$ cat src/l2_cache_pkg.sv
package l2_cache_pkg;

	// byte address and line geometry.
	localparam int ADDR_WIDTH = 16;
	localparam int LINE_WIDTH = 64;
	localparam int OFFSET_BITS = 3;

	// organization.
	localparam int NUM_WAYS = 4;
	localparam int INDEX_BITS = 3;
	localparam int NUM_SETS = 1 << INDEX_BITS;

	// whatever is left above index and offset.
	localparam int TAG_BITS = ADDR_WIDTH - INDEX_BITS - OFFSET_BITS;

	// byte address as seen on both buses.
	typedef logic [ADDR_WIDTH-1:0] addr_t;

	// one whole line, the unit of every transfer.
	typedef logic [LINE_WIDTH-1:0] line_t;

	typedef logic [TAG_BITS-1:0] tag_t;

	typedef logic [INDEX_BITS-1:0] index_t;

	typedef logic [$clog2(NUM_WAYS)-1:0] way_t;

	// bit 2 picks the half, bit 1 splits ways 0 and 1 and bit 0 ways 2 and 3.
	typedef logic [NUM_WAYS-2:0] plru_t;

endpackage : l2_cache_pkg

$ cat src/l2_cache.sv
module l2_cache (
	input logic clk,
	input logic rst_n,
	input logic mem_read,
	input logic mem_write,
	input l2_cache_pkg::addr_t mem_address,
	input l2_cache_pkg::line_t mem_wdata,
	input l2_cache_pkg::line_t pmem_rdata,
	input logic pmem_resp,
	output logic mem_resp,
	output l2_cache_pkg::line_t mem_rdata,
	output logic pmem_read,
	output logic pmem_write,
	output l2_cache_pkg::addr_t pmem_address,
	output l2_cache_pkg::line_t pmem_wdata
);
	import l2_cache_pkg::*;

	tag_t tag;
	index_t index;

	logic hit;
	way_t hit_way;
	way_t victim_way;
	logic victim_dirty;
	tag_t victim_tag;

	logic dir_fill;
	logic dir_mark_dirty;
	logic dir_clean;
	logic lru_touch;

	logic data_we;
	way_t data_way;
	logic data_fill;

	// the offset is dropped from the address split.
	assign tag = mem_address[ADDR_WIDTH-1 -: TAG_BITS];
	assign index = mem_address[OFFSET_BITS +: INDEX_BITS];

	l2_directory directory_i (
		.clk(clk),
		.rst_n(rst_n),
		.index(index),
		.tag(tag),
		.dir_fill(dir_fill),
		.dir_mark_dirty(dir_mark_dirty),
		.dir_clean(dir_clean),
		.lru_touch(lru_touch),
		.hit(hit),
		.hit_way(hit_way),
		.victim_way(victim_way),
		.victim_dirty(victim_dirty),
		.victim_tag(victim_tag)
	);

	l2_data_array data_array_i (
		.clk(clk),
		.index(index),
		.data_we(data_we),
		.data_way(data_way),
		.data_fill(data_fill),
		.mem_wdata(mem_wdata),
		.pmem_rdata(pmem_rdata),
		.hit_way(hit_way),
		.victim_way(victim_way),
		.mem_rdata(mem_rdata),
		.pmem_wdata(pmem_wdata)
	);

	l2_cache_control control_i (
		.clk(clk),
		.rst_n(rst_n),
		.mem_read(mem_read),
		.mem_write(mem_write),
		.mem_address(mem_address),
		.pmem_resp(pmem_resp),
		.hit(hit),
		.hit_way(hit_way),
		.victim_way(victim_way),
		.victim_dirty(victim_dirty),
		.victim_tag(victim_tag),
		.mem_resp(mem_resp),
		.pmem_read(pmem_read),
		.pmem_write(pmem_write),
		.pmem_address(pmem_address),
		.dir_fill(dir_fill),
		.dir_mark_dirty(dir_mark_dirty),
		.dir_clean(dir_clean),
		.lru_touch(lru_touch),
		.data_we(data_we),
		.data_way(data_way),
		.data_fill(data_fill)
	);

endmodule : l2_cache

$ cat src/l2_cache_control.sv
module l2_cache_control (
	input logic clk,
	input logic rst_n,
	input logic mem_read,
	input logic mem_write,
	input l2_cache_pkg::addr_t mem_address,
	input logic pmem_resp,
	input logic hit,
	input l2_cache_pkg::way_t hit_way,
	input l2_cache_pkg::way_t victim_way,
	input logic victim_dirty,
	input l2_cache_pkg::tag_t victim_tag,
	output logic mem_resp,
	output logic pmem_read,
	output logic pmem_write,
	output l2_cache_pkg::addr_t pmem_address,
	output logic dir_fill,
	output logic dir_mark_dirty,
	output logic dir_clean,
	output logic lru_touch,
	output logic data_we,
	output l2_cache_pkg::way_t data_way,
	output logic data_fill
);
	import l2_cache_pkg::*;

	typedef enum logic [2:0] {
		idle,
		lookup,
		write_back,
		fill,
		respond
	} state_t;

	state_t state;
	state_t next_state;

	logic request;
	index_t req_index;

	assign request = mem_read | mem_write;
	assign req_index = mem_address[OFFSET_BITS +: INDEX_BITS];

	always_comb begin
		next_state = state;
		case (state)
			idle: begin
				if (request) begin
					next_state = lookup;
				end
			end
			lookup: begin
				if (hit) begin
					next_state = respond;
				end else if (victim_dirty) begin
					next_state = write_back;
				end else begin
					next_state = fill;
				end
			end
			write_back: begin
				if (pmem_resp) begin
					next_state = fill;
				end
			end
			// retry the lookup once the line is in.
			fill: begin
				if (pmem_resp) begin
					next_state = lookup;
				end
			end
			respond: begin
				next_state = idle;
			end
			default: begin
				next_state = idle;
			end
		endcase
	end

	always_comb begin
		mem_resp = 1'b0;
		pmem_read = 1'b0;
		pmem_write = 1'b0;
		dir_fill = 1'b0;
		dir_mark_dirty = 1'b0;
		dir_clean = 1'b0;
		lru_touch = 1'b0;
		data_we = 1'b0;
		data_way = hit_way;
		data_fill = 1'b0;
		case (state)
			lookup: begin
				// write hit lands here.
				if (hit && mem_write) begin
					data_we = 1'b1;
					dir_mark_dirty = 1'b1;
				end
			end
			write_back: begin
				pmem_write = 1'b1;
				if (pmem_resp) begin
					dir_clean = 1'b1;
				end
			end
			fill: begin
				pmem_read = 1'b1;
				data_way = victim_way;
				data_fill = 1'b1;
				if (pmem_resp) begin
					data_we = 1'b1;
					dir_fill = 1'b1;
				end
			end
			respond: begin
				mem_resp = 1'b1;
				lru_touch = 1'b1;
			end
			default: ;
		endcase
	end

	// victim line during write-back, request line otherwise.
	always_comb begin
		if (state == write_back) begin
			pmem_address = {victim_tag, req_index, {OFFSET_BITS{1'b0}}};
		end else begin
			pmem_address = {mem_address[ADDR_WIDTH-1:OFFSET_BITS], {OFFSET_BITS{1'b0}}};
		end
	end

	always_ff @(posedge clk or negedge rst_n) begin
		if (!rst_n) begin
			state <= idle;
		end else begin
			state <= next_state;
		end
	end

	assert property (@(posedge clk) disable iff (!rst_n) !(pmem_read && pmem_write))
		else $error("pmem_read and pmem_write high together");

	// requester drops or changes the request after the response.
	assert property (@(posedge clk) disable iff (!rst_n) mem_resp |=> !mem_resp)
		else $error("mem_resp high for two cycles");

	assert property (@(posedge clk) disable iff (!rst_n) !(mem_read && mem_write))
		else $error("mem_read and mem_write high together");

endmodule : l2_cache_control

$ cat src/l2_data_array.sv
module l2_data_array (
	input logic clk,
	input l2_cache_pkg::index_t index,
	input logic data_we,
	input l2_cache_pkg::way_t data_way,
	input logic data_fill,
	input l2_cache_pkg::line_t mem_wdata,
	input l2_cache_pkg::line_t pmem_rdata,
	input l2_cache_pkg::way_t hit_way,
	input l2_cache_pkg::way_t victim_way,
	output l2_cache_pkg::line_t mem_rdata,
	output l2_cache_pkg::line_t pmem_wdata
);
	import l2_cache_pkg::*;

	line_t lines [NUM_SETS][NUM_WAYS];
	line_t write_line;

	// fill data from memory, else the upstream write.
	always_comb begin
		if (data_fill) begin
			write_line = pmem_rdata;
		end else begin
			write_line = mem_wdata;
		end
	end

	always_ff @(posedge clk) begin
		if (data_we) begin
			lines[index][data_way] <= write_line;
		end
	end

	// hit way goes upstream.
	assign mem_rdata = lines[index][hit_way];

	// victim way is the write-back source.
	assign pmem_wdata = lines[index][victim_way];

endmodule : l2_data_array

$ cat src/l2_directory.sv
module l2_directory (
	input logic clk,
	input logic rst_n,
	input l2_cache_pkg::index_t index,
	input l2_cache_pkg::tag_t tag,
	input logic dir_fill,
	input logic dir_mark_dirty,
	input logic dir_clean,
	input logic lru_touch,
	output logic hit,
	output l2_cache_pkg::way_t hit_way,
	output l2_cache_pkg::way_t victim_way,
	output logic victim_dirty,
	output l2_cache_pkg::tag_t victim_tag
);
	import l2_cache_pkg::*;

	tag_t tags [NUM_SETS][NUM_WAYS];
	logic [NUM_WAYS-1:0] valid [NUM_SETS];
	logic [NUM_WAYS-1:0] dirty [NUM_SETS];
	plru_t plru [NUM_SETS];

	logic [NUM_WAYS-1:0] way_match;
	plru_t set_plru;

	// decode the tree into the way it points at.
	function automatic way_t plru_victim(plru_t tree);
		way_t way;
		if (!tree[2]) begin
			way = tree[1] ? way_t'(1) : way_t'(0);
		end else begin
			way = tree[0] ? way_t'(3) : way_t'(2);
		end
		return way;
	endfunction

	// point the tree away from the way just used.
	function automatic plru_t plru_update(plru_t tree, way_t way);
		plru_t upd;
		upd = tree;
		case (way)
			way_t'(0): begin
				upd[2] = 1'b1;
				upd[1] = 1'b1;
			end
			way_t'(1): begin
				upd[2] = 1'b1;
				upd[1] = 1'b0;
			end
			way_t'(2): begin
				upd[2] = 1'b0;
				upd[0] = 1'b1;
			end
			default: begin
				upd[2] = 1'b0;
				upd[0] = 1'b0;
			end
		endcase
		return upd;
	endfunction

	// tag compare over the indexed set.
	always_comb begin
		for (int w = 0; w < NUM_WAYS; w++) begin
			way_match[w] = valid[index][w] && (tags[index][w] == tag);
		end
	end

	always_comb begin
		hit_way = '0;
		for (int w = 0; w < NUM_WAYS; w++) begin
			if (way_match[w]) begin
				hit_way = way_t'(w);
			end
		end
	end

	assign hit = |way_match;

	assign set_plru = plru[index];
	assign victim_way = plru_victim(set_plru);
	assign victim_dirty = dirty[index][victim_way];
	assign victim_tag = tags[index][victim_way];

	// control state of every set.
	always_ff @(posedge clk or negedge rst_n) begin
		if (!rst_n) begin
			for (int s = 0; s < NUM_SETS; s++) begin
				valid[s] <= '0;
				dirty[s] <= '0;
				plru[s] <= '0;
			end
		end else begin
			if (dir_fill) begin
				valid[index][victim_way] <= 1'b1;
				dirty[index][victim_way] <= 1'b0;
			end
			if (dir_mark_dirty) begin
				dirty[index][hit_way] <= 1'b1;
			end
			if (dir_clean) begin
				dirty[index][victim_way] <= 1'b0;
			end
			if (lru_touch) begin
				plru[index] <= plru_update(set_plru, hit_way);
			end
		end
	end

	// tag of the way being filled.
	always_ff @(posedge clk) begin
		if (dir_fill) begin
			tags[index][victim_way] <= tag;
		end
	end

	// a fill only ever brings in a tag that missed.
	assert property (@(posedge clk) disable iff (!rst_n) $onehot0(way_match))
		else $error("more than one way matches the request tag");

endmodule : l2_directory

$ cat config.mk
export PLATFORM = sky130hd
export DESIGN_NAME = l2_cache
export DESIGN_NICKNAME = d
export VERILOG_FILES = /design/src/l2_cache_pkg.sv /design/src/l2_cache.sv /design/src/l2_cache_control.sv /design/src/l2_data_array.sv /design/src/l2_directory.sv
export SDC_FILE = /design/constraint.sdc
export NUM_CORES = 2
export LEC_CHECK = 0
export BUFFER_PORTS_ARGS = -buffer_cell sky130_fd_sc_hd__buf_2
export CORE_AREA = 2 2 876 442
export DETAILED_ROUTE_END_ITERATION = 8
export DIE_AREA = 0 0 878 444
export GPL_ROUTABILITY_DRIVEN = 0
export PLACE_DENSITY_LB_ADDON = 0.12
export SLEW_MARGIN = 0
export SYNTH_ARGS = -nofsm -noshare
export SYNTH_HDL_FRONTEND = slang
export SYNTH_SLANG_ARGS = --single-unit
$ cat constraint.sdc
create_clock -name clk -period 6.9 [get_ports clk]
set_input_delay 2.07 -clock clk [delete_from_list [all_inputs] [get_ports clk]]
set_output_delay 2.07 -clock clk [all_outputs]
set_load 0.005 [all_outputs]
==> impl_metrics.csv <==
group,metric,value,unit
clocking,clock_buffer_count_from_cts,242,
synthesis,post_synth_main_area_contributors,"edfxtp_1 (75%), a22oi_1 (6.9%), dfrtp_1 (2.4%), mux4_2 (2.0%), mux2i_1 (1.6%)",
critical_path,cp_arrival,5.31,ns
timing,rsz0062_at_grt,"yes",
critical_path,slowest_stage_delay_on_critical_path,0.51,ns
synthesis,syn_avg_cell_area,16.9,um2
floorplanning,design.portCount,296,
floorplanning,core.rowCount,161,
timing,setup_viol,124,
detailed_routing,firstDrtPassIters,6,
synthesis,synthDistinctLibCells,79,
global_routing,overflow,0,
detailed_routing,drt-total-wl,408000,um
floorplanning,die_width,878,um
timing,layout_setup_ws,-0.478,ns
run_status,outcome,"complete, but fails checks",
critical_path,setup.worst_path.end_class,"primary output",
detailed_routing,wl_per_cell,33.5,um
synthesis,post_synth_inst_count,5626,
global_routing,first_global_vias,58400,
floorplanning,initial_utilization,24.8,%
synthesis,ys.warnings.count,0,
synthesis,async_flop_share,3.70,%
place,pre_cts_setup_slack,-1.04,ns
hold_path,min-delay-path-class,"register to register",
synthesis,synth-main-ff-cell,"edfxtp_1",
critical_path,startpoint_type,"input port",
synthesis,yosysTopAreaCell,"edfxtp_1",
timing,max_slew_margin,14.2,%
global_routing,grt_start_max_net_pins,66,
clocking,tritoncts,"done",
place,post_dp_cell_area,0.112,mm2
clocking,cts.reportedPaths.clkPinSlew,0.06,ns
global_routing,grt_use_total,20.3,%
detailed_routing,drt_drc_violations_left,0,
detailed_routing,dr_total_vias,61100,
timing,clock.fmax,0.136,GHz
final_layout,final_layout_size_suffix_gt1_share,31.5,%
global_routing,grt_first_pass_wirelength,545000,um
clocking,clock_sinks,2459,
final_layout,n_fill_cell,37000,
floorplanning,die_height,444,um
detailed_routing,detail-route-antenna-nets,0,
final_layout,area_delta_synth_final,30.9,%
power_and_ir_drop,total_power,37400,uW
timing,total_negative_slack_for_setup_checks,-30.37,ns
global_routing,global_route.peak_usage_layer,"met1",
final_layout,design.final.nets,7000,
clocking,cts_buffer_depth,4,
critical_path,timing.critical_path.mode_cell,"buf_12",
detailed_routing,drtIter0Drc,7192,
clocking,ctsRootBufferMaster,"clkbuf_16",
timing,period_share,107,%
critical_path,crit_type,"input port to primary output",
final_layout,layout.cells.most_common,"edfxtp_1",
place,hpwl,265000,um
floorplanning,coreArea,0.383,mm2
timing,fin_worst_skew,0.0916,ns
synthesis,synth_enable_flop_cells,2368,
timing,finalMaxSlewViolations,0,
global_routing,gr_util_met3,3.36,%
final_layout,layout.cells.most_common_list,"edfxtp_1 (2368), a22oi_1 (815), buf_4 (677)",
clocking,clk_latency,0.96,ns
run_status,failed_checks,"negative setup slack",
synthesis,ys_ff_latch,2459,
timing,whs,0.464,ns
run,maxcap_viol_count,0,
critical_path,crit_path_cell_trace,"buf_16, buf_4, buf_12, mux4_2, mux2i_2, buf_4, xnor2_2, nor3_2, buf_4, and4_4, nor2_4, buf_12, buf_16, buf_12, buf_12, a221oi_4, o21ai_2, buf_6",
clocking,h-tree-depth,4,
global_routing,met2_usage,28.3,%
floorplanning,floorplan.die_area,0.390,mm2
synthesis,yosys_top_cell_area_share,74.8,%
global_routing,grt_antenna_before_repair,14,
power_and_ir_drop,p_leak,0.0414,uW
detailed_routing,route.detailed.vias_per_inst,5.01,
critical_path,data_required_time_of_the_critical_path,4.83,ns
place,port_buffers,289,
synthesis,synth_sequential_area_ratio,77.2,%
synthesis,synth.cell_area,0.0951,mm2
critical_path,critPathSlowestCell,"mux4_2",
global_routing,grt_use_met1,32.9,%
final_layout,finalInstanceArea,0.124,mm2
timing,layout_min_cycle_time,7.38,ns
power_and_ir_drop,cellPowerDensity,301,mW/mm2
critical_path,cp_max_fo,8,
power_and_ir_drop,vdd.ir_drop.worst,0.240,mV
timing,finalHoldViolCount,0,
timing,worst_pin_slew,1.28,ns
## stage by stage
step	util (%)	instances
final	32.5	12200
after global routing	32.5	12200
after CTS	32.3	12200
after detailed placement	29.3	11600
after global placement	29.3	11600
after floorplan	-	5628
## cells in the mapped netlist (all sizes together) (6+ instances only)
library cell / n
inv: 20
nand2: 392
nand3: 34
a22o: 24
a221oi: 88
mux4: 85
xnor2: 21
or3: 7
or2: 36
o21ai: 185
nor2: 196
mux2: 35
dfrtp: 91
buf: 172
o22ai: 16
a31oi: 9
a22oi: 878
a222oi: 8
nand2b: 9
a211oi: 35
xor2: 9
nand4: 136
a21oi: 163
and3: 11
nor3: 11
a41oi: 6
and2: 60
a221o: 27
o2bb2ai: 6
and4: 52
mux2i: 152
clkbuf: 213
edfxtp: 2368
o211ai: 27
## state kept, by name, summed over array words and instances, names as in the netlist
| register | flops |
|---|---|
| directory_i.dirty | 32 |
| data_array_i.lines | 2048 |
| control_i.state | 3 |
| directory_i.tags | 320 |
| directory_i.valid | 32 |
| directory_i.plru | 24 |
## cell type report
type / instances / area (um2) / share of cell area (%)
Sequential cell: 2459 / 73400 / 59.0
Multi-Input combinational cell: 2764 / 21700 / 17.4
Timing Repair Buffer: 1364 / 15000 / 12.1
Tap cell: 5134 / 6420 / 5.16
Clock buffer: 294 / 6370 / 5.12
Clock inverter: 146 / 1480 / 1.19
Inverter: 20 / 76.3 / 0.0613
Antenna cell: 6 / 15.0 / 0.0121
## metal layers
metal | up-vias | share of wire (%)
met5 | - | 0.062
met4 | 2 | 1.8
met3 | 355 | 6.0
met2 | 2049 | 41
met1 | 33300 | 51
li1 | 25400 | -
## cells by family after synthesis
family / count (synthesis) / share of synthesized area (%)
flops: 2459 / 77.2
simple gates: 967 / 4.99
other cells: 1 / 0.00394
buf+inv: 405 / 1.95
mux: 272 / 4.06
xor+xnor: 30 / 0.276
compound gates: 1492 / 11.5
## power by group
part	switching (uW)	leakage [uW]	internal (uW)
registers	89.5	0.0226	18300
clock network	5970	0.00384	7630
logic	4130	0.0149	1310
total	10200	0.0414	27200
## final timing paths
check	start	to	slack [ns]	cells after the start
min in group asynchronous	rst_n	directory_i.valid[24]	1.16	1
hold reg to reg	directory_i.valid[31]	directory_i.valid[31]	0.46	1
hold / removal	directory_i.valid[31]	directory_i.valid[31]	0.46	1
setup reg to reg	directory_i.tags[4][12]	data_array_i.lines[1][73]	2.20	15
setup / recovery	mem_address[3]	mem_rdata[47]	-0.48	18
max in group asynchronous	rst_n	directory_i.valid[10]	4.49	2
## worst max-delay path: cells and delay by family
kind	cells	cell delay [ns]
AND/OR/NAND/NOR	3	0.55
multiplexers	2	0.69
AO/OA/AOI/OAI	2	0.40
XOR/XNOR	1	0.06
buffers and inverters	10	1.46
## what timing repair did
| action | CTS | global route |
|---|---|---|
| cloned | 26 | 0 |
| buffers inserted | 121 | 40 |
| hold buffers | 0 | 0 |
| pin swaps | 149 | 82 |
| endpoints found under the setup margin | 138 | 138 |
| resized for setup | 438 | 138 |
Note: power is estimated with default switching activity, not from simulation.
